--- src/logic/ddr3_test_pkg.sv ---
// address map, I/O port numbers and timing for the memory-test bus subsystem
// referenced by scoped name from the logic and the testbench
package ddr3_test_pkg;

	// bus widths
	localparam int ADDR_W = 16;
	localparam int DATA_W = 8;

	// memory regions are picked by address bits 15:13
	localparam int TAG_LSB = 13;
	localparam logic [2:0] ROM_BASE_TAG = 3'd0;
	localparam logic [2:0] RAM_BASE_TAG = 3'd2;

	// scratch RAM, 0x4000 to 0x5FFF
	localparam int RAM_DEPTH = 8192;
	localparam int RAM_AW = $clog2(RAM_DEPTH);

	// I/O ports, matched against the low address byte
	localparam logic [7:0] PORT_CON_DATA = 8'h10;
	localparam logic [7:0] PORT_CON_STAT = 8'h11;
	localparam logic [7:0] PORT_INIT_STAT = 8'h30;

	// modelled DDR3 init time after reset release, in clk cycles
	localparam int INIT_CYCLES = 64;
	localparam int INIT_CNT_W = $clog2(INIT_CYCLES + 1);

endpackage

--- src/logic/ip_init_status.sv ---
// stands in for the DDR3 controller init-busy flag polled by the boot program
// port 0x30 reads 1 until INIT_CYCLES cycles have passed since reset release
`timescale 1ns/10ps

module ip_init_status (
	input  logic                             reset_n,
	input  logic                             clk,
	input  logic [ddr3_test_pkg::ADDR_W-1:0] bus_address,
	input  logic                             bus_memreq,
	input  logic                             bus_valid,
	input  logic                             bus_write,
	output logic [ddr3_test_pkg::DATA_W-1:0] init_rdata,
	output logic                             init_rdata_en
);

	localparam logic [ddr3_test_pkg::INIT_CNT_W-1:0] CNT_DONE =
		ddr3_test_pkg::INIT_CNT_W'(ddr3_test_pkg::INIT_CYCLES);

	logic [ddr3_test_pkg::INIT_CNT_W-1:0] init_cnt;
	logic                                 busy;
	logic                                 rd_hit;

	assign busy = init_cnt < CNT_DONE;
	assign rd_hit = bus_valid && !bus_memreq && !bus_write
		&& (bus_address[7:0] == ddr3_test_pkg::PORT_INIT_STAT);

	// saturates once init is done
	always_ff @(posedge clk) begin
		if (!reset_n) begin
			init_cnt <= '0;
		end else if (busy) begin
			init_cnt <= init_cnt + 1'b1;
		end
	end

	always_ff @(posedge clk) begin
		if (!reset_n) begin
			init_rdata <= '0;
			init_rdata_en <= 1'b0;
		end else if (rd_hit) begin
			init_rdata <= {{(ddr3_test_pkg::DATA_W-1){1'b0}}, busy};
			init_rdata_en <= 1'b1;
		end else begin
			init_rdata <= '0;
			init_rdata_en <= 1'b0;
		end
	end

endmodule

--- config.mk ---
export PLATFORM = sky130hd
export DESIGN_NAME = ip_init_status
export DESIGN_NICKNAME = d
export VERILOG_FILES = /design/src/logic/ddr3_test_pkg.sv /design/src/logic/ip_init_status.sv
export SDC_FILE = /design/constraint.sdc
export NUM_CORES = 1
export LEC_CHECK = 0
export BUFFER_PORTS_ARGS = -buffer_cell sky130_fd_sc_hd__buf_2
export CORE_AREA = 5 5 42 44
export CTS_CLUSTER_SIZE = 8
export DETAILED_ROUTE_END_ITERATION = 6
export DIE_AREA = 0 0 47 49
export PLACE_DENSITY_LB_ADDON = 0.2
export RECOVER_POWER = 25
export SYNTH_ARGS = -nofsm -noshare
export SYNTH_HDL_FRONTEND = slang
export SYNTH_SLANG_ARGS = --single-unit
--- constraint.sdc ---
create_clock -name clk -period 2.37 [get_ports clk]
set_clock_uncertainty 0.05 [all_clocks]
set_input_delay 0.1185 -clock clk [delete_from_list [all_inputs] [get_ports clk]]
set_output_delay 0.1185 -clock clk [all_outputs]
set_load 0.05 [all_outputs]
==> run_results.csv, run 1 <==
group,metric,value,unit
critical_path,r2r_slack,1.19,ns
timing,rsz0062_at_grt,"false",
logic_synthesis,syn_inst,43,
clock_network,cts_num_sinks,9,
layout,syn_to_final_growth,19.05,%
grt,grt_use_total,7.400,%
logic_synthesis,synth.ff_latch_count,9,
timing,period_minus_slack,1.183,ns
logic_synthesis,yosys.area.top_type,"dfxtp_1",
job,cap_violations,0,
floorplanning,die_height,49,µm
place,placed_cell_area,506.7,µm²
grt,grt_antenna_before_repair,0,
clock_network,cts_tree,"done",
pwr,p_per_area,608.4,nW/µm²
detailed_routing,detail-route-antenna-nets,0,
layout,fin_area,531.8,µm²
layout,fin_nets,83,
clock_network,path_clk_slew,0.06,ns
critical_path,cp-end-kind,"flop",
logic_synthesis,yosysSeqAreaShare,40.34,%
logic_synthesis,synth-xor-area-share,7.843,%
logic_synthesis,muxShareOfSynthArea,2.241,%
timing,totalNegativeSetupSlack,0,ns
timing,period_share,49.93,%
clock_network,root_buffer,"clkbuf_4",
critical_path,cp-start-kind,"flop",
clock_network,ctsResizeCount,0,
floorplanning,initial_utilization,31.87,%
logic_synthesis,synth_top_area_share,40.34,%
detailed_routing,drt_iter0_drc,0,
hold_path,whs_endpoint,"init_rdata_en",
floorplanning,io_pins,30,
detailed_routing,drtPass1Iterations,1,
critical_path,r2r-start,"init_cnt[0]",
critical_path,worstPathMaxFanout,3,
logic_synthesis,synth.avg_cell_area,10.39,µm²
logic_synthesis,synth_area,446.7,µm²
detailed_routing,drt_drc_violations_left,0,
detailed_routing,vias_per_cell,4.289,
critical_path,r2r_end,"init_cnt[4]",
layout,drive_above_1_share,28.33,%
logic_synthesis,yosys-top-cells-area,"dfxtp_1 (40%), buf_4 (12%), xnor2_1 (7.8%), and2_1 (5.6%), nand4b_4 (5.3%)",
place,io_buffers,14,
layout,multi_input_area,236.5,µm²
grt,grt_first_pass_wirelength,1.262,mm
detailed_routing,dr_total_vias,326,
timing,drv_slew,0,
logic_synthesis,synth.distinct_cells,20,
timing,hold_violations,0,
pwr,peakVddDrop,0.0002338,V
logic_synthesis,synth_compound_area_share,4.202,%
pwr,leakage,0.2655,nW
detailed_routing,totalWireLength,730,µm
layout,fill_cells,170,
clock_network,post_cts_buffers,0,
logic_synthesis,synth_simple_gate_area_share,29.97,%
status,outcome,"finished, final reports clean",
layout,postLayoutCoreUtil,37.95,%
critical_path,critPathKind,"reg2reg",
grt,grt_max_degree,9,
timing,fmax,0.8450,GHz
grt,grt_overflow,0,
logic_synthesis,yosysWarnings,0,
layout,ff_latch_area,180.2,µm²
logic_synthesis,synth-adder-area-share,2.801,%
place,gp_congestion,0.6915,
floorplanning,die_x,47,µm
clock_network,insertion_delay,0.25,ns
clock_network,numCtsBuffers,3,
detailed_routing,routedWlPerCell,9.605,µm
clock_network,htreeDepth,1,
floorplanning,rows,14,
hold_path,min_from,"bus_address[1]",
grt,grt_pass1_vias,322,
timing,finalSetupViolations,0,
clock_network,cts_hold_buf,0,
critical_path,cp.required,2.46,ns
floorplanning,core_area,1401,µm²
hold_path,hp-class,"in2reg",
clock_network,cts_buffer_depth,2,
critical_path,cp.arrival,1.28,ns
critical_path,reg2reg_depth,4,
hold_path,whs_path_depth,3,
floorplanning,dieArea,2303,µm²
logic_synthesis,synth_top_family_by_area,"simple AND/OR/NAND/NOR gates",
layout,diodes,0,
[sequential cells by signal (all words and copies together) (netlist names)]
name,cells
init_cnt,7
init_rdata,1
init_rdata_en,1
[synthesized netlist by cell type]
library cell and instances:
nand4b_1 1, a31oi_1 1, and3_1 2, conb_1 1, mux2i_1 1, nand4b_4 1, nand2_1 1, dfxtp_1 9
o21ai_0 1, nor4b_1 2, or3_1 1, ha_1 1, nand2b_1 1, buf_4 7, a21boi_1 1, nor2b_1 2
and2_1 4, and2b_1 1, xnor2_1 4, nor4bb_1 1
[worst max-delay path: stages, from the launching register on]
cell and delay, ns:
dfxtp_1 0.41, ha_1 0.22, nand4b_1 0.12, xnor2_1 0.14, and2_1 0.14
[routing by layer]
| metal | track usage, % | vias up | routed length [µm] |
|---|---|---|---|
| met2 | 10.86 | 14 | 345 |
| li1 | - | 168 | - |
| met1 | 9.031 | 142 | 308 |
| met3 | 1.476 | 2 | 62 |
| met5 | 0 | - | 0 |
| met4 | 5.530 | 0 | 13 |
[report_power, final]
group | total [mW] | internal [mW] | switching (mW)
sequential | 0.162 | 0.156 | 0.00625
combinational | 0.0473 | 0.0152 | 0.0321
clock | 0.114 | 0.0646 | 0.0494
total | 0.323 | 0.236 | 0.0878
[layout make-up]
type,count,share of cell area [%]
Multi-Input combinational cell,33,44.47
Sequential cell,9,33.88
Timing Repair Buffer,14,12.94
Clock buffer,4,4.941
Tap cell,16,3.765
[worst max-delay path by stage]
stage,start,endpoint,cells past startpoint
detailed placement,init_cnt[6],init_cnt[5],3
CTS,init_cnt[0],init_cnt[4],4
global route,init_cnt[0],init_cnt[4],4
floorplan,init_cnt[0],init_cnt[4],4
global placement,init_cnt[0],init_cnt[4],4
finish,init_cnt[0],init_cnt[4],4
[placed cells by master (no fill, tap or decap)]
cell type | synthesis | layout
buf_2 | 0 | 13
dfxtp_1 | 9 | 9
conb_1 | 1 | 7
xnor2_1 | 4 | 4
and2_1 | 4 | 4
clkbuf_4 | 0 | 3
nor2b_1 | 2 | 2
and3_1 | 2 | 2
nor4b_1 | 2 | 2
clkbuf_1 | 0 | 2
mux2i_1 | 1 | 1
nand4b_4 | 1 | 1
nand2_1 | 1 | 1
o21ai_0 | 1 | 1
or3_1 | 1 | 1
a21boi_1 | 1 | 1
nand4b_1 | 1 | 1
a31oi_1 | 1 | 1
nor4bb_1 | 1 | 1
and2b_1 | 1 | 1
nand2b_1 | 1 | 1
ha_1 | 1 | 1
[through the flow]
step                setup slack (ns)  total power, mW  hold WS, ns  cells
detailed placement             1.184           0.2130       0.3770     72
floorplan                      1.247           0.2096       0.1902     49
global placement               1.176           0.2128       0.3893     72
finish                         1.187           0.3235       0.1276     76
CTS                            1.171           0.3328       0.1090     76
global route                   1.099           0.3421       0.1312     76
[cells by family after synthesis]
| logic type | after synthesis |
|---|---|
| other | 1 |
| flip-flops | 9 |
| buffers and inverters | 7 |
| XOR/XNOR | 4 |
| multiplexers | 1 |
| AND/OR/NAND/NOR | 17 |
| adder cells (fa/ha/maj) | 1 |
| AO/OA/AOI/OAI | 3 |
Power figures use the tool's default switching activity.
==> run 2: changes to the inputs <==
Clock period 2.37 ns to 1.2 ns, I/O delays scaled along.
==> run_results.csv, run 2 (synthesis results as in run 1) <==
group,metric,value,unit
status,outcome,"finished, final reports clean",
layout,diodes,0,
critical_path,path_cells,"nand4b_4 -> or3_1 -> a21boi_1",
layout,largest_reg_flops,7,
clock_network,root_buffer,"clkbuf_4",
critical_path,critPathMaxStageDelay,0.38,ns
critical_path,cp-end-kind,"flop",
pwr,p_per_area,1155,nW/µm²
timing,hold_violations,0,
critical_path,r2r-start,"init_cnt[2]",
critical_path,r2r_slack,0.09,ns
critical_path,r2r_end,"init_cnt[5]",
timing,finalSetupViolations,0,
layout,reg.largest.list,"init_cnt x7, init_rdata x1, init_rdata_en x1",
detailed_routing,routedWlPerCell,10.28,µm
critical_path,crit_family,"simple AND/OR/NAND/NOR gates",
floorplanning,die_height,49,µm
grt,grt_pass1_vias,339,
hold_path,whs_path_depth,3,
critical_path,reg2reg_depth,3,
hold_path,whs_endpoint,"init_rdata_en",
layout,regMostFlops,"init_cnt",
place,io_buffers,14,
clock_network,insertion_delay,0.26,ns
critical_path,cp.arrival,1.26,ns
detailed_routing,drt_iter0_drc,1,
pwr,peakVddDrop,0.0003598,V
hold_path,hp-class,"in2reg",
critical_path,cp_slowest_cell,"dfxtp_1",
detailed_routing,vias_per_cell,4.367,
layout,layout_commonest_cell,"buf_2",
clock_network,cts_num_sinks,9,
clock_network,htreeDepth,1,
clock_network,cts_tree,"done",
layout,syn_to_final_growth,28.57,%
detailed_routing,totalWireLength,812,µm
critical_path,critPathKind,"reg2reg",
timing,fmax,0.8979,GHz
critical_path,path_buf_inv,0,
grt,grt_antenna_before_repair,0,
floorplanning,core_area,1401,µm²
timing,period_minus_slack,1.114,ns
critical_path,worstPathMaxFanout,3,
clock_network,path_clk_slew,0.07,ns
layout,fill_cells,155,
place,gp_congestion,0.7186,
detailed_routing,drt_drc_violations_left,0,
timing,drv_slew,0,
detailed_routing,drtPass1Iterations,2,
critical_path,cp-start-kind,"flop",
timing,totalNegativeSetupSlack,0,ns
timing,whs,0.05701,ns
detailed_routing,dr_total_vias,345,
clock_network,cts_hold_buf,0,
grt,grt_max_degree,9,
floorplanning,dieArea,2303,µm²
grt,grt_overflow,0,
hold_path,min_from,"bus_address[1]",
grt,grt_use_total,8.598,%
floorplanning,rows,14,
timing,rsz0062_at_grt,"false",
layout,drive_above_1_share,36.51,%
detailed_routing,detail-route-antenna-nets,0,
floorplanning,io_pins,30,
job,cap_violations,0,
floorplanning,die_x,47,µm
grt,grt_first_pass_wirelength,1.373,mm
layout,layout_common_cells,"buf_2 (13), conb_1 (7), dfxtp_1 (7)",
pwr,leakage,0.2813,nW
critical_path,cp.required,1.35,ns
timing,period_share,92.81,%
floorplanning,initial_utilization,31.87,%
layout,fin_nets,86,
clock_network,cts_buffer_depth,2,
clock_network,numCtsBuffers,3,
## run 2: per-layer routing
| metal | vias to the layer above | share of wire, % | GRT usage, % |
|---|---|---|---|
| li1 | 174 | - | - |
| met1 | 151 | 40 | 9.692 |
| met2 | 16 | 49 | 12.22 |
| met3 | 4 | 7.0 | 1.107 |
| met4 | 0 | 4.1 | 9.677 |
| met5 | - | 0 | 0 |
## run 2: where the power goes
part,internal (mW),switching (mW)
Combinational,0.0383,0.0662
Sequential,0.308,0.0143
Clock,0.128,0.108
## run 2: final cells by class
cell class	instances	area, µm²	share of cell area, %
timing repair buffer	17	91.34	15.90
tap	16	20.02	3.486
sequential	9	187.7	32.68
clock buffer	4	26.28	4.575
multi-input combinational	33	249.0	43.36
## run 2: metrics by stage
| stage | setup slack [ns] | util, % | instance area (µm²) | total power [mW] | instances |
|---|---|---|---|---|---|
| 5_1_grt | 0.01245 | 40.98 | 574.3 | 0.7130 | 79 |
| 3_3_place_gp | 0.02992 | 37.77 | 529.3 | 0.4264 | 75 |
| 4_1_cts | 0.04138 | 39.82 | 558.0 | 0.6781 | 79 |
| 2_1_floorplan | 0.07738 | - | 469.2 | 0.4140 | 49 |
| 6_report | 0.08630 | 40.98 | 574.3 | 0.6633 | 79 |
| 3_5_place_dp | 0.03038 | 37.77 | 529.3 | 0.4276 | 75 |
## run 2: what timing repair did
action | CTS | global route
endpoints found under the hold margin | 0 | 0
setup endpoints to repair | 1 | 1
buffers inserted | 0 | 0
resized for setup | 2 | 4
## run 2: worst max-delay path by stage
stage	from	to	slack [ns]	cells after the start
CTS	init_cnt[0]	init_cnt[4]	0.04	4
detailed placement	init_cnt[0]	init_cnt[4]	0.03	4
finish	init_cnt[2]	init_cnt[5]	0.09	3
global placement	init_cnt[0]	init_cnt[4]	0.03	4
global route	init_cnt[2]	init_cnt[4]	0.01	4
floorplan	init_cnt[0]	init_cnt[4]	0.08	4
## run 2: worst min-delay path, stage by stage
cell and delay, ns:
buf_2 0.07, nor4b_1 0.04, and3_1 0.14
==> run 3: changes to the inputs <==
Settings changed: REMOVE_ABC_BUFFERS from default to 1.
==> run_results.csv, run 3 (synthesis results as in run 1) <==
group,metric,value,unit
detailed_routing,drt_drc_violations_left,0,
critical_path,critPathKind,"reg2reg",
clock_network,cts_num_sinks,9,
grt,grt_use_total,7.481,%
critical_path,critPathMaxStageDelay,0.35,ns
layout,syn_to_final_growth,25.21,%
timing,period_minus_slack,1.139,ns
layout,postLayoutCoreUtil,39.91,%
grt,grt_first_pass_wirelength,1.262,mm
timing,period_share,94.91,%
detailed_routing,drt_iter0_drc,5,
floorplanning,dieArea,2303,µm²
timing,finalSetupViolations,0,
detailed_routing,routedWlPerCell,9.620,µm
detailed_routing,detail-route-antenna-nets,0,
critical_path,cp-end-kind,"flop",
layout,fill_cells,142,
critical_path,cp.arrival,1.28,ns
critical_path,crit_cells,3,
floorplanning,core_area,1401,µm²
place,io_buffers,14,
grt,gr-usage-met3,2.583,%
clock_network,path_clk_slew,0.06,ns
floorplanning,io_pins,30,
grt,grt_pass1_vias,332,
clock_network,numCtsBuffers,3,
job,cap_violations,0,
layout,reg.largest.list,"init_cnt x7, init_rdata x1, init_rdata_en x1",
critical_path,worstPathMaxFanout,5,
layout,layout_common_cells,"buf_2 (13), conb_1 (7), dfxtp_1 (5)",
place,placed_cell_area,529.3,µm²
layout,largest_reg_flops,7,
timing,totalNegativeSetupSlack,0,ns
floorplanning,rows,14,
timing,hold_violations,0,
pwr,peakVddDrop,0.0006429,V
clock_network,insertion_delay,0.26,ns
detailed_routing,totalWireLength,760,µm
floorplanning,initial_utilization,31.87,%
critical_path,r2r-start,"init_cnt[6]",
pwr,p_per_area,1172,nW/µm²
critical_path,cp_slowest_cell,"or3_1",
detailed_routing,dr_total_vias,348,
clock_network,cts_tree,"done",
clock_network,cts_hold_buf,0,
clock_network,htreeDepth,1,
layout,drive_above_1_share,38.10,%
critical_path,critPathCapture,"init_cnt[5]",
layout,fin_nets,86,
layout,diodes,0,
layout,layout_commonest_cell,"buf_2",
layout,fin_area,559.3,µm²
grt,grt_antenna_before_repair,0,
critical_path,critPathLaunch,"init_cnt[6]",
critical_path,r2r_slack,0.06,ns
hold_path,hp-class,"in2reg",
detailed_routing,drtPass1Iterations,4,
layout,ff_latch_area,185.2,µm²
place,gp_congestion,0.6216,
grt,grtUsageMet2,10.63,%
critical_path,cp.required,1.34,ns
critical_path,path_cells,"nand4b_4 -> or3_1 -> a21boi_1",
pwr,leakage,0.2828,nW
clock_network,cts_buffer_depth,2,
timing,rsz0062_at_grt,"false",
clock_network,root_buffer,"clkbuf_4",
grt,grt_max_degree,9,
critical_path,reg2reg_depth,3,
grt,gr-usage-met1,8.850,%
floorplanning,die_height,49,µm
grt,busiest_layer,"met2",
detailed_routing,vias_per_cell,4.405,
critical_path,crit_family,"simple AND/OR/NAND/NOR gates",
layout,regMostFlops,"init_cnt",
status,outcome,"finished, final reports clean",
floorplanning,die_x,47,µm
critical_path,r2r_end,"init_cnt[5]",
timing,drv_slew,0,
place,dp_hpwl,621.9,µm
critical_path,cp-start-kind,"flop",
critical_path,path_buf_inv,0,
timing,fmax,0.8780,GHz
layout,multi_input_area,236.5,µm²
grt,grt_overflow,0,
run 3: cell types whose count changed in the layout (fill, tap and decap cells not counted):
cell,change
dfxtp_2,+4
dfxtp_1,-2
dfxtp_4,-2
ha_1,+1
ha_4,-1
run 3: worst reg2reg max path, stage by stage, from the launching register on:
cell,delay [ns]
dfxtp_2,0.34
nand4b_4,0.18
or3_1,0.35
a21boi_1,0.15
run 3: timing repair:
action	in CTS	in global routing
gates resized for setup	1	3
setup buffers	0	0
endpoints found under the setup margin	1	2
run 3: routing by layer:
metal / vias up / routed length (µm)
met5: - / 0
met4: 0 / 27
met3: 3 / 90
met2: 18 / 323
met1: 151 / 318
li1: 176 / -
run 3: how the worst min path moves through the flow:
stage,from,end,slack (ns),depth (start not counted)
global placement,reset_n,init_cnt[2],0.32,2
floorplan,reset_n,init_cnt[0],0.13,1
global route,bus_address[2],init_rdata_en,0.07,3
detailed placement,bus_address[1],init_rdata_en,0.33,3
finish,bus_address[2],init_rdata_en,0.05,3
CTS,bus_address[1],init_rdata_en,0.05,3
run 3: layout make-up:
class / count / share of cell area, %
multi-input combinational: 33 / 42.28
sequential: 9 / 33.11
timing repair buffer: 17 / 16.33
clock buffer: 4 / 4.698
tap: 16 / 3.579
run 3: per-stage QoR:
step                      setup slack [ns]  std cells  hold slack [ns]  power [mW]
after floorplan                    0.07738         42           0.1317      0.3960
after global placement            0.008373         75           0.3186      0.4269
after detailed placement           0.01479         75           0.3250      0.4285
after CTS                          0.01303         79          0.04953      0.6672
after global routing              0.001658         79          0.07474      0.6904
final                              0.06110         79          0.05336      0.6554
run 3: where the power goes:
part | internal (mW) | total (mW) | switching [mW]
logic | 0.0356 | 0.102 | 0.0669
clock network | 0.128 | 0.232 | 0.104
registers | 0.310 | 0.321 | 0.0108
total | 0.473 | 0.655 | 0.182
