==> config.mk <==
export PLATFORM = sky130hd
export DESIGN_NAME = ip_console
export DESIGN_NICKNAME = d
export VERILOG_FILES = /design/src/logic/ddr3_test_pkg.sv /design/src/logic/ip_console.sv
export SDC_FILE = /design/constraint.sdc
export NUM_CORES = 1
export LEC_CHECK = 0
export ABC_AREA = 1
export BUFFER_PORTS_ARGS = -buffer_cell sky130_fd_sc_hd__buf_2
export CAP_MARGIN = 20
export CORE_MARGIN = 2
export CORE_UTILIZATION = 44
export DETAILED_ROUTE_END_ITERATION = 8
export GPL_TIMING_DRIVEN = 0
export PLACE_DENSITY = 0.93
export SETUP_SLACK_MARGIN = 0.5
export SLEW_MARGIN = 10
export SYNTH_ARGS = -nofsm -noshare
export SYNTH_HDL_FRONTEND = slang
export SYNTH_SLANG_ARGS = --single-unit
==> constraint.sdc <==
create_clock -name clk -period 2.25 [get_ports clk]
set_input_delay 0.3375 -clock clk [delete_from_list [all_inputs] [get_ports clk]]
set_output_delay 0.3375 -clock clk [all_outputs]
set_load 0.02 [all_outputs]
==> src/logic/ddr3_test_pkg.sv <==
// address map, I/O port numbers and timing for the memory-test bus subsystem
// referenced by scoped name from the logic and the testbench
package ddr3_test_pkg;

	// bus widths
	localparam int ADDR_W = 16;
	localparam int DATA_W = 8;

	// memory regions are picked by address bits 15:13
	localparam int TAG_LSB = 13;
	localparam logic [2:0] ROM_BASE_TAG = 3'd0;
	localparam logic [2:0] RAM_BASE_TAG = 3'd2;

	// scratch RAM, 0x4000 to 0x5FFF
	localparam int RAM_DEPTH = 8192;
	localparam int RAM_AW = $clog2(RAM_DEPTH);

	// I/O ports, matched against the low address byte
	localparam logic [7:0] PORT_CON_DATA = 8'h10;
	localparam logic [7:0] PORT_CON_STAT = 8'h11;
	localparam logic [7:0] PORT_INIT_STAT = 8'h30;

	// modelled DDR3 init time after reset release, in clk cycles
	localparam int INIT_CYCLES = 64;
	localparam int INIT_CNT_W = $clog2(INIT_CYCLES + 1);

endpackage

==> src/logic/ip_console.sv <==
// console byte ports: 0x10 sends and receives whole bytes, 0x11 reports rx_full
// tx leaves as a one-cycle strobe, rx is latched from the con_rx_valid strobe
`timescale 1ns/10ps

module ip_console (
	input  logic                             reset_n,
	input  logic                             clk,
	input  logic [ddr3_test_pkg::ADDR_W-1:0] bus_address,
	input  logic                             bus_memreq,
	input  logic                             bus_valid,
	input  logic                             bus_write,
	input  logic [ddr3_test_pkg::DATA_W-1:0] bus_wdata,
	input  logic [ddr3_test_pkg::DATA_W-1:0] con_rx_data,
	input  logic                             con_rx_valid,
	output logic [ddr3_test_pkg::DATA_W-1:0] con_tx_data,
	output logic                             con_tx_valid,
	output logic [ddr3_test_pkg::DATA_W-1:0] con_rdata,
	output logic                             con_rdata_en
);

	logic                             io_req;
	logic                             data_sel;
	logic                             stat_sel;
	logic                             data_wr;
	logic                             data_rd;
	logic                             stat_rd;
	logic [ddr3_test_pkg::DATA_W-1:0] rx_byte;
	logic                             rx_full;

	assign io_req = bus_valid && !bus_memreq;
	assign data_sel = io_req && (bus_address[7:0] == ddr3_test_pkg::PORT_CON_DATA);
	assign stat_sel = io_req && (bus_address[7:0] == ddr3_test_pkg::PORT_CON_STAT);
	assign data_wr = data_sel && bus_write;
	assign data_rd = data_sel && !bus_write;
	assign stat_rd = stat_sel && !bus_write;

	// transmit side
	always_ff @(posedge clk) begin
		if (!reset_n) begin
			con_tx_valid <= 1'b0;
		end else begin
			con_tx_valid <= data_wr;
		end
		if (data_wr) begin
			con_tx_data <= bus_wdata;
		end
	end

	// receive latch, a new strobe beats a read of the data port
	always_ff @(posedge clk) begin
		if (!reset_n) begin
			rx_full <= 1'b0;
		end else if (con_rx_valid) begin
			rx_full <= 1'b1;
		end else if (data_rd) begin
			rx_full <= 1'b0;
		end
		if (con_rx_valid) begin
			rx_byte <= con_rx_data;
		end
	end

	always_ff @(posedge clk) begin
		if (!reset_n) begin
			con_rdata <= '0;
			con_rdata_en <= 1'b0;
		end else if (data_rd) begin
			con_rdata <= rx_byte;
			con_rdata_en <= 1'b1;
		end else if (stat_rd) begin
			con_rdata <= {{(ddr3_test_pkg::DATA_W-1){1'b0}}, rx_full};
			con_rdata_en <= 1'b1;
		end else begin
			con_rdata <= '0;
			con_rdata_en <= 1'b0;
		end
	end

	// the latch only captures a known byte with each strobe
	a_rx_data_known: assert property (@(posedge clk) disable iff (!reset_n)
		con_rx_valid |-> !$isunknown(con_rx_data));

endmodule

==> results of run 1 <==
==> power breakdown <==
group,internal [uW],switching (uW),total [uW],leakage (uW)
registers,537,3.38,540,0.000239
logic,23.4,22.2,45.6,0.000346
clock network,66.1,122,188,0.0000177
total,626,147,773,0.000602
==> metal layers <==
metal / GRT usage / share of wire
met2: 0.245 / 0.51
met1: 0.143 / 0.39
met3: 0.0307 / 0.096
met4: 0.0286 / 0
met5: 0 / 0
==> sequential cells by signal, indices dropped and copies added (netlist names) <==
name	count
con_tx_valid	1
con_rdata	8
con_tx_data	8
con_rdata_en	1
rx_byte	8
rx_full	1
==> final cells by class <==
class,instances,area share
clock buffers,3,0.0188
clock inverters,1,0.00418
inverters,17,0.0533
multi-input cells,26,0.114
flip-flops and latches,27,0.585
well taps,27,0.0282
repair buffers,47,0.196
==> cells in the final DEF, fill, tap and decap left out <==
master / count
a21oi_1: 1
buf_2: 47
clkbuf_4: 3
clkinv_2: 1
dfxtp_1: 11
edfxtp_1: 16
inv_1: 16
inv_2: 1
mux2i_1: 1
nand2_1: 7
nand3b_1: 1
nand4_1: 1
nand4_4: 1
nor2_1: 12
nor3_1: 1
nor3_2: 1
==> metrics by stage <==
step / instances / instance area (sq um) / hold slack (ns) / power [uW]
detailed placement: 144 / 1170 / 0.460 / 597
CTS: 148 / 1200 / 0.192 / 782
finish: 148 / 1200 / 0.202 / 773
global route: 148 / 1200 / 0.166 / 817
global placement: 144 / 1170 / 0.450 / 593
floorplan: 70 / 901 / 0.436 / 565
==> cell families (layout without fill, tap and decap cells) <==
kind of cell,count (synthesis),after routing
AO/OA/AOI/OAI,1,1
buffers and inverters,17,68
flip-flops,27,27
multiplexers,1,1
AND/OR/NAND/NOR,24,24
==> path summary, 6_finish.rpt <==
check | to | cells after the start | from | slack [ns]
max | con_tx_data[6] | 6 | bus_address[5] | 0.90
min | rx_byte[4] | 1 | con_rx_data[4] | 0.20
max reg2reg | con_rdata[0] | 2 | rx_byte[0] | 1.54
min reg2reg | rx_full | 2 | rx_full | 0.48
==> reports/summary.txt, run 1 <==
Residual DRC -> 0
syn nets -> 108
GP Congestion -> 0.708
Clock Latency Late Sink -> 0.30 ns
Simple-Gate Fraction of Synth Area -> 0.135
Tightest Hold Check Type -> primary input to register
Tmin final -> 1.35 ns
ranking of synthesized cells by area -> edfxtp_1, dfxtp_1, inv_1, nor2_1, nand2_1
IO Port Bufs -> 47
Pwr per Cell Area -> 646 nW/um^2
CORE AREA -> 1940 sq um
row count -> 16
CTS root buf -> clkbuf_4
share of Yosys cell area claimed by the top area cell type -> 0.533
pre-CTS WS -> 0.546 ns
Peak Freq -> 0.738 GHz
Die W -> 49.3 microns
Top delay family on crit path -> simple AND/OR/NAND/NOR gates
htree depth -> 1
CP startpoint kind -> primary input
WP data arrival -> 1.31 ns
DRT antenna net count -> 0
# setup viols final -> 0
FF/Latch Area -> 701 sq um
fin util -> 0.617
first-pass GRT wire length -> 2450 microns
leakage -> 0.000602 uW
Crit path largest cell delay -> 0.48 ns
Worst Path Buf+Inv -> 2
Worst Skew -> 0.000938 ns
kind of end point of the critical path -> register
per-cell routed wire length -> 9.70 microns
top post-synthesis cells by count -> edfxtp_1, inv_1, nor2_1
Initial DRT Pass Iterations -> 2
outcome -> completed
Slowest-stage cell, CP -> nor2_1
unrepaired setup endpoints after global routing -> no
max-capacitance violation count -> 0
I/O pin cnt -> 56
Vias per Instance -> 4.21
slew margin rel. -> 0.606
# hold bufs at CTS -> 0
largest net degree at the start of global routing -> 16
Synth warnings -> 0
post-CTS resize count -> 0
GRT Total Usage -> 0.129
CP Class -> primary input to register
clk sinks -> 27
Initial Util -> 0.464
vias in the first global route -> 611
initial antenna violation count -> 0
Synth cell types -> 13
Worst-Margin Slew -> 0.590 ns
Setup TNS Final -> 0 ns
Post-Synth Adder-Cell Area -> 0
final wirelength -> 1440 microns
Clk pin slew, worst setup/hold paths -> 0.13 ns
nets -> 160
EDFF count, synth -> 16
fill count -> 166
Post-synth top flop -> edfxtp_1
Crit Path Max Fanout -> 8
Num CTS Buffers -> 3
DR vias -> 623
largest family of logic cells by synthesized area -> simple AND/OR/NAND/NOR gates
mux cell area share after synthesis -> 0.0111
CTS tree -> done
Hold Fails Final Rpt -> 0
layout cells sized above 1 -> 0.446
Max rail drop VDD -> 0.000512 V
period utilisation layout -> 0.602
syn avg cell area -> 12.9 sq um
antenna diode instance count -> 0
XOR/XNOR Fraction of Synth Area -> 0
Initial DRC Count -> 3
Post-synth ARST share -> 0
setup slack after layout -> 0.895 ns
area of the multi-input gates -> 136 sq um
P&R area growth vs syn -> 32.9%
Worst EP required -> 2.20 ns
Yosys top cell by area -> edfxtp_1
Die Area -> 2430 sq um
Cell Area, Synth -> 901 sq um
Overflow after GRT -> 0
total setup buffers inserted after CTS -> 0
Clock Path Buffers -> 2
Die H -> 49.3 microns
Slew Limit Fails -> 0
compound-cell area share of the yosys netlist -> 0.00556
Synth Register Bits -> 27
sequential fraction of the synthesis area -> 0.778
CP Cell Sequence -> buf_2 -> inv_1 -> nand2_1 -> nor2_1 -> nand2_1 -> nor2_1
count of mapped cells out of synthesis -> 70
Final HPWL DP -> 1230 microns
No activity file was read; power rests on OpenSTA's default activity.
==> run 2: changes to the inputs <==
--- a/config.mk
+++ b/config.mk
@@ -9,10 +9,10 @@
 export BUFFER_PORTS_ARGS = -buffer_cell sky130_fd_sc_hd__buf_2
 export CAP_MARGIN = 20
 export CORE_MARGIN = 2
-export CORE_UTILIZATION = 44
+export CORE_UTILIZATION = 40
 export DETAILED_ROUTE_END_ITERATION = 8
 export GPL_TIMING_DRIVEN = 0
-export PLACE_DENSITY = 0.93
+export PLACE_DENSITY = 0.87
 export SETUP_SLACK_MARGIN = 0.5
 export SLEW_MARGIN = 10
 export SYNTH_ARGS = -nofsm -noshare
==> constraint.sdc (replaced) <==
create_clock -name clk -period 1.4 [get_ports clk]
set_input_delay 0.21 -clock clk [delete_from_list [all_inputs] [get_ports clk]]
set_output_delay 0.21 -clock clk [all_outputs]
set_load 0.02 [all_outputs]
==> run 2 against run 1 <==
Net effect: first-iteration DRC count rose by 100%; die area grew 9.2%; via count is 0.96% higher; clock-buffer cell count grew 1; register-to-register slack worse by 0.93 ns; total power grew 63%.
==> reports/summary.txt, run 2 (synthesis results as in run 1) <==
CP Cell Sequence -> buf_6
Die Area -> 2650 sq um
row count -> 17
Peak Freq -> 0.931 GHz
per-cell routed wire length -> 9.77 microns
initial antenna violation count -> 0
Initial DRC Count -> 6
Num CTS Buffers -> 3
met3 wire length -> 170 microns
# setup viols final -> 0
DP Cell Count -> 145
internal power -> 1010 uW
Tmin final -> 1.07 ns
CTS root buf -> clkbuf_4
logic gate share of total power -> 0.065
I/O pin cnt -> 56
Worst Path Buf+Inv -> 1
fin util -> 0.617
htree depth -> 1
commonest non-fill, non-tap cell in the layout -> buf_2
first-pass GRT wire length -> 2260 microns
DR vias -> 629
Max rail drop VDD -> 0.000826 V
Crit Path Max Fanout -> 1
Die W -> 51.5 microns
max-capacitance violation count -> 0
final wirelength -> 1460 microns
DRT antenna net count -> 0
Top Metal Used -> met4
Overflow after GRT -> 0
CTS tree -> done
layout cells sized above 1 -> 0.603
Residual DRC -> 0
slew margin rel. -> 0.799
commonest non-fill, non-tap cells in the layout -> buf_2, edfxtp_1, buf_6
Top delay family on crit path -> flip-flops
met2 WL -> 692 microns
Sequential Power Share -> 0.690
clk sinks -> 27
GP Congestion -> 0.663
CP Class -> register to primary output
IO Port Bufs -> 47
Slew Limit Fails -> 0
P&R area growth vs syn -> 48.6%
unrepaired setup endpoints after global routing -> yes
kind of end point of the critical path -> primary output
Initial DRT Pass Iterations -> 4
Tightest Hold Check Type -> primary input to register
Clock Latency Late Sink -> 0.31 ns
total setup buffers inserted after CTS -> 0
period utilisation layout -> 0.768
Slowest-stage cell, CP -> edfxtp_1
Pwr per Cell Area -> 940 nW/um^2
switching share of power -> 0.194
clock share of power -> 0.244
GRT Total Usage -> 0.115
fill count -> 185
Crit path largest cell delay -> 0.41 ns
M1 wire length -> 557 microns
Hold Fails Final Rpt -> 0
CP startpoint kind -> register
FF/Latch Area -> 713 sq um
antenna diode instance count -> 0
Initial Util -> 0.415
Vias per Instance -> 4.22
Worst-Margin Slew -> 0.301 ns
Regs by FF count -> con_rdata (8), con_tx_data (8), rx_byte (8)
area of the multi-input gates -> 156 sq um
Worst EP required -> 1.19 ns
final non-filler cell total -> 149
Worst Skew -> 0.000595 ns
Clk pin slew, worst setup/hold paths -> 0.12 ns
WP data arrival -> 0.86 ns
outcome -> completed
nets -> 160
# hold bufs at CTS -> 0
Die H -> 51.5 microns
CORE AREA -> 2170 sq um
vias in the first global route -> 579
Setup TNS Final -> 0 ns
NetSw -> 244 uW
Clock Path Buffers -> 2
leakage -> 0.000620 uW
largest net degree at the start of global routing -> 15
## run 2: cell count changes in the layout (fill, tap and decap cells not counted), sizes merged
cell,change
clkbuf,+1
clkinv,-1
## run 2: through the flow
stage | power (uW) | setup WS [ns] | hold WS (ns) | cell area [sq um]
6_report | 1260 | 0.325 | 0.0669 | 1340
5_1_grt | 1330 | 0.277 | 0.0392 | 1340
4_1_cts | 1270 | 0.317 | 0.0572 | 1310
3_5_place_dp | 970 | 0.164 | 0.389 | 1210
3_3_place_gp | 964 | 0.200 | 0.388 | 1210
2_1_floorplan | 915 | 0.399 | 0.309 | 936
## run 2: layout make-up
type | instances | area share
flip-flops and latches | 27 | 0.533
repair buffers | 47 | 0.246
multi-input cells | 26 | 0.117
inverters | 17 | 0.0589
well taps | 28 | 0.0262
clock buffers | 4 | 0.0196
## run 2: metal layers
layer	vias up	global-route usage
met1	264	0.122
li1	321	-
met2	38	0.197
met4	0	0.0570
met5	-	0
met3	6	0.0468
## run 2: repair_timing
action / CTS / global route
pin swaps: 0 / 1
gates cloned: 0 / 0
setup endpoints to repair: 18 / 26
gates resized for setup: 30 / 10
## run 2: path summary, 6_finish.rpt
path	from	to	slack (ns)	depth (start not counted)
setup / recovery	con_tx_data[7]	con_tx_data[7]	0.33	1
hold / removal	bus_wdata[7]	con_tx_data[7]	0.07	1
setup reg to reg	rx_byte[0]	con_rdata[0]	0.61	2
hold reg to reg	rx_byte[7]	con_rdata[7]	0.48	2
## run 2: power by group through the flow
| stage | combinational, uW | sequential [uW] | clock (uW) |
|---|---|---|---|
| 4_1_cts | 83.3 | 868 | 320 |
| 3_3_place_gp | 79.0 | 885 | 0 |
| 5_1_grt | 93.4 | 871 | 362 |
| 2_1_floorplan | 30.1 | 885 | 0 |
| 3_5_place_dp | 82.8 | 887 | 0 |
| 6_report | 82.4 | 868 | 308 |
==> run 3: changes to the inputs <==
--- a/config.mk
+++ b/config.mk
@@ -9,10 +9,10 @@
 export BUFFER_PORTS_ARGS = -buffer_cell sky130_fd_sc_hd__buf_2
 export CAP_MARGIN = 20
 export CORE_MARGIN = 2
-export CORE_UTILIZATION = 40
+export CORE_UTILIZATION = 37
 export DETAILED_ROUTE_END_ITERATION = 8
 export GPL_TIMING_DRIVEN = 0
-export PLACE_DENSITY = 0.87
+export PLACE_DENSITY = 0.85
 export SETUP_SLACK_MARGIN = 0.5
 export SLEW_MARGIN = 10
 export SYNTH_ARGS = -nofsm -noshare
==> constraint.sdc (replaced) <==
create_clock -name clk -period 0.9 [get_ports clk]
set_input_delay 0.135 -clock clk [delete_from_list [all_inputs] [get_ports clk]]
set_output_delay 0.135 -clock clk [all_outputs]
set_load 0.02 [all_outputs]
==> run 3 against run 2 <==
Net effect: the flow now finishes with violations (negative hold slack, negative setup slack); first-iteration DRC count decreased by 67%; worst hold slack worse by 0.071 ns; non-clock buffer count up 5; total power rose by 60%; die area rose by 7.5%; via count up 5.1%; combinational power grew to 2.5 times the previous value; clock power rose by 57%; critical path type unchanged; critical endpoint unchanged.
==> reports/summary.txt, run 3 (synthesis results as in run 1) <==
Hold Fails Final Rpt -> 9
WHS Path Cells -> 1
Worst Skew -> 0.000553 ns
GRT Total Usage -> 0.143
Residual DRC -> 0
Initial Util -> 0.400
CP Cell Sequence -> buf_6
Clk pin slew, worst setup/hold paths -> 0.13 ns
largest net degree at the start of global routing -> 15
Initial DRT Pass Iterations -> 3
Initial DRC Count -> 2
Regs by FF count -> con_rdata (8), con_tx_data (8), rx_byte (8)
final non-filler cell total -> 154
DP Cell Count -> 145
Tightest Hold Check Type -> primary input to register
DR vias -> 661
P&R area growth vs syn -> 73.1%
Worst EP required -> 0.76 ns
period utilisation layout -> 1.11
layout cells sized above 1 -> 0.730
Peak Freq -> 0.999 GHz
CTS tree -> done
htree depth -> 1
DRT antenna net count -> 0
Top Usage Layer GRT -> met2
RR Endpoint -> con_rdata[0]
Slew Limit Fails -> 0
Tmin final -> 1.00 ns
Worst-Margin Slew -> 0.216 ns
setup slack after layout -> -0.101 ns
# setup viols final -> 18
Die H -> 53.3 microns
HP Start -> con_rx_data[3]
Clock Path Buffers -> 2
Worst Path Buf+Inv -> 1
max-capacitance violation count -> 0
CORE AREA -> 2250 sq um
Reg2Reg Launch Point -> rx_byte[0]
leakage -> 0.000708 uW
vias in the first global route -> 648
met2 Use GR -> 0.278
unrepaired setup endpoints after global routing -> yes
nets -> 165
commonest non-fill, non-tap cells in the layout -> buf_6, buf_2, edfxtp_1
CP startpoint kind -> register
violated checks -> negative hold slack, negative setup slack
antenna diode instance count -> 0
commonest non-fill, non-tap cell in the layout -> buf_6
Vias per Instance -> 4.29
Die W -> 53.3 microns
design area -> 1560 sq um
Die Area -> 2850 sq um
per-cell routed wire length -> 11.9 microns
outcome -> complete, but fails checks
M3 GR Usage -> 0.0339
fin util -> 0.691
Clock Latency Late Sink -> 0.30 ns
Placed Instance Area -> 1250 sq um
Hold WS -> -0.00403 ns
Max rail drop VDD -> 0.00118 V
IO Port Bufs -> 47
slew margin rel. -> 0.852
Crit path largest cell delay -> 0.42 ns
Num CTS Buffers -> 3
final wirelength -> 1830 microns
kind of end point of the critical path -> primary output
Overflow after GRT -> 0
Setup TNS Final -> -0.860 ns
CTS root buf -> clkbuf_4
Worst Hold End -> rx_byte[3]
Top delay family on crit path -> flip-flops
clk sinks -> 27
Slowest-stage cell, CP -> edfxtp_1
Crit Path Max Fanout -> 1
R2R depth -> 2
Pwr per Cell Area -> 1290 nW/um^2
initial antenna violation count -> 0
WP data arrival -> 0.87 ns
I/O pin cnt -> 56
row count -> 17
CP Class -> register to primary output
first-pass GRT wire length -> 2850 microns
GP Congestion -> 0.676
reg-to-reg slack, setup -> 0.16 ns
GR Util met1 -> 0.158
Final HPWL DP -> 1240 microns
pre-CTS WS -> -0.255 ns
==> run 3: cell count changes in the layout (fill, tap and decap cells not counted), moves of 2 or more <==
cell     change
dfxtp_2      -9
dfxtp_4     +10
nand2_4      +4
buf_6       +11
buf_8        +2
nor2_1       -6
nor2_2       +3
buf_4        +2
nor2_4       +3
inv_1        -3
nand2_1      -3
inv_4        +3
buf_2       -10
==> run 3: stage by stage <==
step	total power (uW)	hold WS [ns]
6_report	2010	-0.00403
5_1_grt	2120	-0.0355
4_1_cts	2000	-0.00919
3_5_place_dp	1480	0.313
3_3_place_gp	1480	0.313
2_1_floorplan	1400	0.234
==> run 3: repair_timing <==
action / 4_1_cts / 5_1_grt
endpoints found under the setup margin: 37 / 37
hold endpoints to repair: 12 / 16
gates resized for setup: 46 / 24
buffers inserted: 5 / 0
pin swaps: 11 / 9
==> run 3: worst max-delay path by stage <==
stage,from,endpoint,slack [ns],cells past startpoint
floorplan,bus_address[7],con_tx_data[0],-0.03,5
global placement,bus_address[7],con_tx_data[1],-0.23,6
detailed placement,bus_address[7],con_tx_data[3],-0.26,6
CTS,con_tx_data[5],con_tx_data[5],-0.11,1
global route,con_tx_data[7],con_tx_data[7],-0.16,1
finish,con_tx_data[7],con_tx_data[7],-0.10,1
==> run 3: report_power, final <==
part / total [uW] / switching (uW) / internal, uW
registers: 1320 / 8.74 / 1310
clock network: 483 / 311 / 172
logic: 208 / 94.3 / 114
==> run 3: per-layer routing <==
| layer | vias up | wire length (microns) |
|---|---|---|
| met3 | 2 | 181 |
| li1 | 330 | - |
| met4 | 0 | 15 |
| met5 | - | 0 |
| met2 | 35 | 987 |
| met1 | 294 | 644 |
==> run 3: cell type report <==
cell class                 instances  area, sq um
sequential                        27          739
tap                               28         35.0
fill                             160          696
timing repair buffer              52          448
clock buffer                       4         26.3
multi-input combinational         26          219
inverter                          17         91.3
