## src/logic/ddr3_test_pkg.sv

```systemverilog
// address map, I/O port numbers and timing for the memory-test bus subsystem
// referenced by scoped name from the logic and the testbench
package ddr3_test_pkg;

	// bus widths
	localparam int ADDR_W = 16;
	localparam int DATA_W = 8;

	// memory regions are picked by address bits 15:13
	localparam int TAG_LSB = 13;
	localparam logic [2:0] ROM_BASE_TAG = 3'd0;
	localparam logic [2:0] RAM_BASE_TAG = 3'd2;

	// scratch RAM, 0x4000 to 0x5FFF
	localparam int RAM_DEPTH = 8192;
	localparam int RAM_AW = $clog2(RAM_DEPTH);

	// I/O ports, matched against the low address byte
	localparam logic [7:0] PORT_CON_DATA = 8'h10;
	localparam logic [7:0] PORT_CON_STAT = 8'h11;
	localparam logic [7:0] PORT_INIT_STAT = 8'h30;

	// modelled DDR3 init time after reset release, in clk cycles
	localparam int INIT_CYCLES = 64;
	localparam int INIT_CNT_W = $clog2(INIT_CYCLES + 1);

endpackage

```

## src/logic/ip_rom.sv

```systemverilog
// boot ROM holding the memory-test program, answers memory reads in the low 8 KB
// the byte comes back one cycle after the request, with rom_rdata_en high
`timescale 1ns/10ps

module ip_rom (
	input  logic                             reset_n,
	input  logic                             clk,
	input  logic [ddr3_test_pkg::ADDR_W-1:0] bus_address,
	input  logic                             bus_memreq,
	input  logic                             bus_valid,
	input  logic                             bus_write,
	output logic [ddr3_test_pkg::DATA_W-1:0] rom_rdata,
	output logic                             rom_rdata_en
);

	logic rd_hit;

	// program image, anything past the last byte reads as zero
	function automatic logic [ddr3_test_pkg::DATA_W-1:0] rom_byte(
		input logic [ddr3_test_pkg::TAG_LSB-1:0] offset
	);
		case (offset)
			0: rom_byte = 8'hF3;
			1: rom_byte = 8'h31;
			2: rom_byte = 8'h00;
			3: rom_byte = 8'h40;
			4: rom_byte = 8'hCD;
			5: rom_byte = 8'h59;
			6: rom_byte = 8'h00;
			7: rom_byte = 8'h11;
			8: rom_byte = 8'h24;
			9: rom_byte = 8'h00;
			10: rom_byte = 8'hCD;
			11: rom_byte = 8'h6B;
			12: rom_byte = 8'h00;
			13: rom_byte = 8'hCD;
			14: rom_byte = 8'h59;
			15: rom_byte = 8'h00;
			16: rom_byte = 8'h11;
			17: rom_byte = 8'h3E;
			18: rom_byte = 8'h00;
			19: rom_byte = 8'hCD;
			20: rom_byte = 8'h6B;
			21: rom_byte = 8'h00;
			// init poll loop on port 0x30
			22: rom_byte = 8'hDB;
			23: rom_byte = 8'h30;
			24: rom_byte = 8'hB7;
			25: rom_byte = 8'h20;
			26: rom_byte = 8'hFB;
			27: rom_byte = 8'h11;
			28: rom_byte = 8'h54;
			29: rom_byte = 8'h00;
			30: rom_byte = 8'hCD;
			31: rom_byte = 8'h6B;
			32: rom_byte = 8'h00;
			33: rom_byte = 8'hC3;
			34: rom_byte = 8'h07;
			35: rom_byte = 8'h00;
			// banner and message strings
			36: rom_byte = 8'h44;
			37: rom_byte = 8'h44;
			38: rom_byte = 8'h52;
			39: rom_byte = 8'h33;
			40: rom_byte = 8'h2D;
			41: rom_byte = 8'h53;
			42: rom_byte = 8'h44;
			43: rom_byte = 8'h52;
			44: rom_byte = 8'h41;
			45: rom_byte = 8'h4D;
			46: rom_byte = 8'h20;
			47: rom_byte = 8'h54;
			48: rom_byte = 8'h65;
			49: rom_byte = 8'h73;
			50: rom_byte = 8'h74;
			51: rom_byte = 8'h20;
			52: rom_byte = 8'h70;
			53: rom_byte = 8'h72;
			54: rom_byte = 8'h6F;
			55: rom_byte = 8'h67;
			56: rom_byte = 8'h72;
			57: rom_byte = 8'h61;
			58: rom_byte = 8'h6D;
			59: rom_byte = 8'h0D;
			60: rom_byte = 8'h0A;
			61: rom_byte = 8'h00;
			62: rom_byte = 8'h53;
			63: rom_byte = 8'h44;
			64: rom_byte = 8'h52;
			65: rom_byte = 8'h41;
			66: rom_byte = 8'h4D;
			67: rom_byte = 8'h20;
			68: rom_byte = 8'h42;
			69: rom_byte = 8'h75;
			70: rom_byte = 8'h73;
			71: rom_byte = 8'h79;
			72: rom_byte = 8'h20;
			73: rom_byte = 8'h43;
			74: rom_byte = 8'h68;
			75: rom_byte = 8'h65;
			76: rom_byte = 8'h63;
			77: rom_byte = 8'h6B;
			78: rom_byte = 8'h20;
			79: rom_byte = 8'h2E;
			80: rom_byte = 8'h2E;
			81: rom_byte = 8'h2E;
			82: rom_byte = 8'h20;
			83: rom_byte = 8'h00;
			84: rom_byte = 8'h4F;
			85: rom_byte = 8'h4B;
			86: rom_byte = 8'h0D;
			87: rom_byte = 8'h0A;
			88: rom_byte = 8'h00;
			// console key wait and string print routines
			89: rom_byte = 8'hCD;
			90: rom_byte = 8'h68;
			91: rom_byte = 8'h00;
			92: rom_byte = 8'hE6;
			93: rom_byte = 8'h01;
			94: rom_byte = 8'h20;
			95: rom_byte = 8'hF9;
			96: rom_byte = 8'hCD;
			97: rom_byte = 8'h68;
			98: rom_byte = 8'h00;
			99: rom_byte = 8'hE6;
			100: rom_byte = 8'h01;
			101: rom_byte = 8'h28;
			102: rom_byte = 8'hF9;
			103: rom_byte = 8'hC9;
			104: rom_byte = 8'hDB;
			105: rom_byte = 8'h10;
			106: rom_byte = 8'hC9;
			107: rom_byte = 8'hF5;
			108: rom_byte = 8'h1A;
			109: rom_byte = 8'h13;
			110: rom_byte = 8'hB7;
			111: rom_byte = 8'h28;
			112: rom_byte = 8'h04;
			113: rom_byte = 8'hD3;
			114: rom_byte = 8'h10;
			115: rom_byte = 8'h18;
			116: rom_byte = 8'hF7;
			117: rom_byte = 8'hF1;
			118: rom_byte = 8'hC9;
			default: rom_byte = '0;
		endcase
	endfunction

	assign rd_hit = bus_valid && bus_memreq && !bus_write
		&& (bus_address[ddr3_test_pkg::ADDR_W-1:ddr3_test_pkg::TAG_LSB]
		== ddr3_test_pkg::ROM_BASE_TAG);

	always_ff @(posedge clk) begin
		if (!reset_n) begin
			rom_rdata <= '0;
			rom_rdata_en <= 1'b0;
		end else if (rd_hit) begin
			rom_rdata <= rom_byte(bus_address[ddr3_test_pkg::TAG_LSB-1:0]);
			rom_rdata_en <= 1'b1;
		end else begin
			rom_rdata <= '0;
			rom_rdata_en <= 1'b0;
		end
	end

	// the decode needs known request controls whenever the bus is valid
	a_req_known: assert property (@(posedge clk) disable iff (!reset_n)
		bus_valid |-> !$isunknown({bus_memreq, bus_write, bus_address}));

endmodule

```

## config.mk

```make
export PLATFORM = sky130hd
export DESIGN_NAME = ip_rom
export DESIGN_NICKNAME = d
export VERILOG_FILES = /design/src/logic/ddr3_test_pkg.sv /design/src/logic/ip_rom.sv
export SDC_FILE = /design/constraint.sdc
export NUM_CORES = 1
export LEC_CHECK = 0
export ABC_AREA = 1
export BUFFER_PORTS_ARGS = -buffer_cell sky130_fd_sc_hd__buf_2
export CORE_MARGIN = 1
export CORE_UTILIZATION = 30
export CTS_CLUSTER_DIAMETER = 100
export DETAILED_ROUTE_END_ITERATION = 8
export PLACE_DENSITY = 0.55
export SETUP_SLACK_MARGIN = 0.1
export SYNTH_ARGS = -nofsm -noshare
export SYNTH_HDL_FRONTEND = slang
export SYNTH_SLANG_ARGS = --single-unit
```

## constraint.sdc

```tcl
create_clock -name clk -period 2.64 [get_ports clk]
set_input_delay 0.528 -clock clk [delete_from_list [all_inputs] [get_ports clk]]
set_output_delay 0.528 -clock clk [all_outputs]
set_load 0.005 [all_outputs]
```

==> results of run 1 <==
state kept, by name, summed over array words and instances, names as in the netlist:
| signal | count |
|---|---|
| rom_rdata_en | 1 |
| rom_rdata | 8 |
layer usage:
layer / track usage, % / vias to the layer above / part of all wire (%)
li1: - / 1185 / -
met1: 31.5 / 1089 / 41
met2: 36.2 / 203 / 44
met3: 3.20 / 24 / 12
met4: 11.8 / 0 / 3.7
met5: 0 / - / 0
worst min-delay path by stage:
stage,cells past startpoint,slack (ps),endpoint,start
final,2,470,rom_rdata_en,bus_write
after global placement,2,710,rom_rdata_en,bus_address[14]
after CTS,2,470,rom_rdata_en,bus_address[14]
after detailed placement,2,710,rom_rdata_en,bus_address[14]
after global routing,2,490,rom_rdata_en,bus_write
after floorplan,1,620,rom_rdata_en,bus_write
critical path: stages:
cell,delay [ps]
buf_2,210
inv_1,200
ha_1,350
nor2_1,380
nor2_1,100
nor2_1,120
nand2_1,70
nand2_1,80
nor2_1,50
nor2_1,90
nor2_1,40
synth_stat cells (all sizes together):
library cell / instances / area, um^2
nor4: 1 / 6.26
o21ai: 16 / 80.1
buf: 15 / 121
nand3: 41 / 210
ha: 13 / 163
a21oi: 20 / 100
nand3b: 2 / 15.0
inv: 30 / 113
o211ai: 1 / 7.51
nand4: 5 / 31.3
a31oi: 1 / 6.26
nor3: 1 / 5.00
o21a: 1 / 7.51
nor2: 58 / 228
dfxtp: 9 / 180
nand2: 145 / 552
cells by family (layout without fill, tap and decap cells):
family | after synthesis | in the layout | synth area share, %
simple gates | 253 | 253 | 57.4
buf+inv | 45 | 66 | 12.8
fa+ha+maj | 13 | 13 | 8.91
compound gates | 39 | 39 | 11.0
flops | 9 | 9 | 9.87
stage by stage:
stage          util [%]  hold WS, ps  std cells  setup slack, ps  cell area, um^2
2_1_floorplan         -          616        359              952             1830
3_3_place_gp       33.4          708        451              316             1970
3_5_place_dp       33.4          712        451              346             1970
4_1_cts            34.2          470        455              580             2010
5_1_grt            34.2          487        455              397             2010
6_report           34.2          471        455              517             2010
layout make-up:
type | count | area, um^2 | share of cell area [%]
Tap cell | 75 | 93.8 | 4.67
Multi-Input combinational cell | 305 | 1410 | 70.2
Timing Repair Buffer | 32 | 168 | 8.34
Inverter | 30 | 113 | 5.60
Clock buffer | 4 | 45.0 | 2.24
Sequential cell | 9 | 180 | 8.96
power groups by stage:
| stage | clock, mW | combinational, mW | sequential, mW |
|---|---|---|---|
| 5_1_grt | 0.170 | 0.320 | 0.136 |
| 6_report | 0.157 | 0.287 | 0.137 |
| 3_3_place_gp | 0 | 0.283 | 0.139 |
| 2_1_floorplan | 0 | 0.201 | 0.139 |
| 3_5_place_dp | 0 | 0.275 | 0.139 |
| 4_1_cts | 0.161 | 0.276 | 0.136 |
==> flow_summary.toml, run 1 <==
[pwr]
sw_frac_of_total_pct = 43.6
powerDensity_nw_per_um2 = 289
switchingPower_uw = 253
power_frac_comb_pct = 49.4
ir_drop_mv = 0.136
seqPwrFrac_pct = 23.5
leakage_nw = 1.12
p_int_uw = 327
clkPwrFrac_pct = 27.1
totalPowerFinal_uw = 580

[placed_design]
gp_congestion = 1.01
port_buffers = 29
dpl.hpwl_mm = 5.21

[clocking]
clk_root_buffer_cell = "clkbuf_8"
cts_setup_buffers = 0
cts_buffers = 3
holdBufCountCts = 0
path_clk_slew_ps = 40
clockBufferDepth = 2
htree_levels = 1
cts.sinks = 9
cts_resized = 0
cts_tree = "built"

[critical_path]
worstPathArrival_ps = 2230
startpoint_type = "input port"
crit_type = "input port to flip-flop"
worstPathMaxFanout = 11
endpoint = "rom_rdata[3]"
setup.worst_path.start = "bus_address[1]"
worstPathRequired_ps = 2750
endpoint_kind = "flip-flop"

[floorplan]
die_h_um = 80.0
rows = 28
start_util_pct = 31.0
die_w_um = 80.0
die_area_um2 = 6400
coreArea_um2 = 5890
io_pins = 30

[timing]
relSlewSlack_pct = 58.0
grt_setup_unrepaired = "false"
finalCriticalPeriod_ps = 2120
period_share_pct = 80.4
finalSetupViolations = 0
worst_slew_pin_slew_ps = 630
hold_violations = 0
fin_tns_setup_ps = 0
slew_viol_final = 0
fmax_mhz = 471

[layout]
nFillCells = 692
antenna_cells = 0
drive_gt1_share_pct = 11.8
final_cell_mix = "142 x nand2_1, 56 x nor2_1, 40 x nand3_1, 29 x buf_2, 26 x inv_1"
final_common_cell = "nand2_1"
syn_to_final_growth_pct = 10.1
fin_nets = 415

[logic_synthesis]
synthDistinctLibCells = 25
synth_cells = 359
yosysSeqAreaShare_pct = 9.87
yosysWarnings = 0
ys_ff_latch = 9
synth_nets = 393
syn_area_um2 = 1830
avgSynthCellArea_um2 = 5.08

[grt]
grt.total_usage_pct = 23.4
antenna_found_initial = 0
grt_pass1_wl_mm = 11.6
grt_max_degree = 31
grt_overflow_total = 0
grt_pass1_vias = 2326

[min_path]
hold_path_class = "input port to flip-flop"

[outcome]
status = "completed"

[route]
viasPerCell = 5.50
ant_nets = 0
routed_wl_mm = 7.00
drtIter0Drc = 304
vias = 2501
route.detailed.drc = 0
wl_per_cell_um = 15.4
drtPass1Iterations = 5

[job]
drv_cap = 0
(Power assumes the default switching activity.)
==> inputs of run 2 (changes only) <==
ABC_AREA = 0   (was 1)
clock period = 2.1 ns   (was 2.64 ns; I/O delays follow)
==> flow_summary.toml, run 2 <==
[layout]
top_register = "rom_rdata"
nFillCells = 622
largest_register_ff_count = 8
final_cell_mix = "48 x buf_4, 29 x buf_2, 24 x nand2_1, 24 x o21ai_0, 24 x nor2_1"
top_regs = "rom_rdata (8), rom_rdata_en (1)"
layout.cells.non_filler = 405
fin_nets = 365
finish.utilization_pct = 40.4
final_common_cell = "buf_4"
antenna_cells = 0
drive_gt1_share_pct = 29.1
syn_to_final_growth_pct = 29.1

[logic_synthesis]
ys.flop_type = "dfxtp_1"
async_flop_share_pct = 0
syn_area_um2 = 1850
avgSynthCellArea_um2 = 6.68
yosysWarnings = 0
synth_common_cells = "25 x o21ai_0, 24 x nand2_1, 24 x nor2_1"
synthDistinctLibCells = 49
yosysSeqAreaShare_pct = 9.74
synth-edff-count = 0
yosysMostFrequentCell = "o21ai_0"
synth_cells = 277
synth_area_leader_cell = "dfxtp_1"
synth_nets = 311
synth_top_area_share_pct = 9.74
ys_ff_latch = 9
yosys-top-cells-area = "dfxtp_1 9.7%, ha_1 8.8%, o21ai_0 6.8%"

[grt]
grt_pass1_wl_mm = 11.1
grt_overflow_total = 0
grt_pass1_vias = 2135
grt.total_usage_pct = 22.6
grt_max_degree = 38
antenna_found_initial = 0

[placed_design]
dp_cells = 401
dpl.hpwl_mm = 5.47
port_buffers = 29
gp_congestion = 0.977

[critical_path]
path_cells = "buf_2 > buf_4 > buf_4 > ha_1 > buf_4 > and2_1 > o21ai_0 > o211ai_1 > a32o_1"
cp_slowest_cell = "ha_1"
endpoint_kind = "flip-flop"
crit_type = "input port to flip-flop"
worstPathMaxFanout = 8
worstPathRequired_ps = 2230
cp_common_cell = "buf_4"
path_buf_inv = 4
path_depth = 9
cpLargestDelayFamily = "buffers and inverters"
worstPathArrival_ps = 2040
max_stage_delay_ps = 270
startpoint_type = "input port"

[outcome]
status = "completed"

[timing]
grt_setup_unrepaired = "false"
finalSetupViolations = 0
fmax_mhz = 525
finalCriticalPeriod_ps = 1910
slew_viol_final = 0
relSlewSlack_pct = 73.2
hold_violations = 0
worst_slew_pin_slew_ps = 392
period_share_pct = 90.7

[floorplan]
die_w_um = 80.5
rows = 28
die_h_um = 80.5
io_pins = 30
die_area_um2 = 6490
start_util_pct = 31.3
coreArea_um2 = 5920

[clocking]
clockBufferDepth = 2
cts_buffers = 3
cts.sinks = 9
cts_tree = "built"
htree_levels = 1
path_clk_slew_ps = 50
cts_setup_buffers = 0
clk_root_buffer_cell = "clkbuf_8"

[route]
drtPass1Iterations = 5
wl_per_cell_um = 17.4
ant_nets = 0
viasPerCell = 6.09
routed_wl_mm = 7.05
vias = 2466
drtIter0Drc = 367
route.detailed.drc = 0

[min_path]
hold_path_class = "input port to flip-flop"
min_path_cells = 3

[pwr]
totalPowerFinal_uw = 813
leakage_nw = 1.03
powerDensity_nw_per_um2 = 340
ir_drop_mv = 0.175

[job]
drv_cap = 0
## run 2: kinds of logic after synthesis
family | share of synthesized area, %
AO/OA/AOI/OAI | 37.9
flip-flops | 9.74
multiplexers | 5.14
AND/OR/NAND/NOR | 29.2
XOR/XNOR | 0.473
adder cells (fa/ha/maj) | 9.33
buffers and inverters | 8.18
## run 2: repair_timing
action,in CTS,in global routing
endpoints found under the setup margin,0,2
hold buffers,0,0
resized for setup,0,1
## run 2: metal layers
metal	track usage (%)	wire length, um
met4	13.6	376
met2	33.3	2990
met3	1.93	775
met5	0	0
met1	31.3	2920
## run 2: worst paths after layout
check             from            to  slack [ps]
max     bus_address[0]  rom_rdata[2]         190
min    bus_address[13]  rom_rdata_en         460
## run 2: metrics by stage
step           setup WS (ps)  TNS [ps]  hold WS (ps)  cell area (um^2)
5_1_grt                  107         0           477              2390
2_1_floorplan            119         0           606              1860
6_report                 195         0           465              2390
3_3_place_gp           -73.6      -238           719              2340
3_5_place_dp           -41.9     -86.9           722              2340
4_1_cts                  197         0           469              2390
## run 2: power breakdown
part	leakage (nW)	internal [mW]	total (mW)	switching, mW
Clock	0.0228	0.133	0.215	0.0815
Sequential	0.0725	0.171	0.171	0.0000268
Combinational	0.932	0.185	0.426	0.242
## run 2: area by class of cell
| type | instances | area [um^2] | share of cell area (%) |
|---|---|---|---|
| clock buffer | 4 | 45.0 | 1.88 |
| multi-input combinational | 232 | 1520 | 63.6 |
| tap | 75 | 93.8 | 3.93 |
| inverter | 7 | 26.3 | 1.10 |
| timing repair buffer | 78 | 526 | 22.0 |
| sequential | 9 | 180 | 7.54 |
==> inputs of run 3 (changes only) <==
CTS_BUF_LIST = sky130_fd_sc_hd__clkbuf_4 sky130_fd_sc_hd__clkbuf_8 sky130_fd_sc_hd__clkbuf_16   (was unset)
==> flow_summary.toml, run 3 (synthesized netlist as in run 2, its figures left out) <==
[placed_design]
dp_slack_ps = -41.9
port_buffers = 29
gp_congestion = 0.977
dpl.hpwl_mm = 5.47

[grt]
grt_overflow_total = 0
antenna_found_initial = 0
grt_pass1_vias = 2139
grt_pass1_wl_mm = 11.1
grt.total_usage_pct = 22.6
grt_max_degree = 38

[route]
route.detailed.drc = 0
drtPass1Iterations = 5
wl_per_cell_um = 17.5
drtIter0Drc = 389
ant_nets = 0
vias = 2448
viasPerCell = 6.04
routed_wl_mm = 7.07

[timing]
fmax_mhz = 527
worst_slew_pin_slew_ps = 393
finalWorstSetupSlack_ps = 202
fin_tns_setup_ps = 0
slew_viol_final = 0
finalSetupViolations = 0
hold_ws_ps = 467
period_share_pct = 90.4
relSlewSlack_pct = 73.1
grt_setup_unrepaired = "false"
hold_violations = 0
finalCriticalPeriod_ps = 1900

[floorplan]
die_w_um = 80.5
die_area_um2 = 6490
start_util_pct = 31.3
rows = 28
io_pins = 30
die_h_um = 80.5
coreArea_um2 = 5920

[clocking]
cts_tree = "built"
clk_root_buffer_cell = "clkbuf_8"
cts_buffers = 3
clockBufferDepth = 2
htree_levels = 1
cts_setup_buffers = 0
path_clk_slew_ps = 50
cts.sinks = 9

[critical_path]
max_stage_delay_ps = 270
endpoint_kind = "flip-flop"
path_cells = "buf_2 > buf_4 > buf_4 > ha_1 > buf_4 > and2_1 > o21ai_0 > o211ai_1 > a32o_1"
worstPathMaxFanout = 8
path_buf_inv = 4
startpoint_type = "input port"
worstPathRequired_ps = 2230
cp_slowest_cell = "ha_1"
cpLargestDelayFamily = "buffers and inverters"
crit_type = "input port to flip-flop"
worstPathArrival_ps = 2030
cp_common_cell = "buf_4"

[pwr]
ir_drop_mv = 0.175
powerDensity_nw_per_um2 = 344
leakage_nw = 1.03

[layout]
largest_register_ff_count = 8
final_cell_mix = "48 x buf_4, 29 x buf_2, 24 x nand2_1, 24 x o21ai_0, 24 x nor2_1"
final_common_cell = "buf_4"
top_regs = "rom_rdata (8), rom_rdata_en (1)"
finish.utilization_pct = 40.4
drive_gt1_share_pct = 29.4
antenna_cells = 0
fin_nets = 365
top_register = "rom_rdata"
syn_to_final_growth_pct = 29.3

[min_path]
hold_path_class = "input port to flip-flop"

[outcome]
status = "completed"

[job]
drv_cap = 0
[run 3: power breakdown]
group	leakage [nW]	internal, mW	switching [mW]
clock	0.0262	0.146	0.0799
combinational	0.932	0.185	0.242
sequential	0.0725	0.171	0.0000268
total	1.03	0.502	0.322
[run 3: layout make-up]
class,instances,area (um^2)
clock buffer,4,48.8
fill,621,3530
sequential,9,180
timing repair buffer,78,526
multi-input combinational,232,1520
inverter,7,26.3
tap,75,93.8
[run 3: metal layers]
layer | up-vias | global-route usage, % | share of wire (%)
met1 | 1082 | 31.3 | 42
met3 | 42 | 1.93 | 10
met4 | 0 | 13.6 | 5.2
met2 | 187 | 33.3 | 43
met5 | - | 0 | 0
li1 | 1137 | - | -
[run 3: tightest hold or removal path: stages]
cell    delay [ps]
buf_2           70
or4b_4         130
nor2_1          40
[run 3: repair_timing]
item / CTS / global route
hold buffers: 0 / 0
setup endpoints to repair: 0 / 2
gates resized for setup: 0 / 1
[run 3: per-stage QoR]
| stage | instance area (um^2) | instances | total power [mW] |
|---|---|---|---|
| floorplan | 1860 | 277 | 0.424 |
| global placement | 2340 | 401 | 0.597 |
| detailed placement | 2340 | 401 | 0.588 |
| CTS | 2390 | 405 | 0.814 |
| global route | 2390 | 405 | 0.867 |
| finish | 2390 | 405 | 0.825 |
[run 3: path summary, 6_finish.rpt]
path                      endpoint  cells past startpoint             from
worst min-delay path  rom_rdata_en                      3  bus_address[13]
worst max-delay path  rom_rdata[2]                      9   bus_address[0]
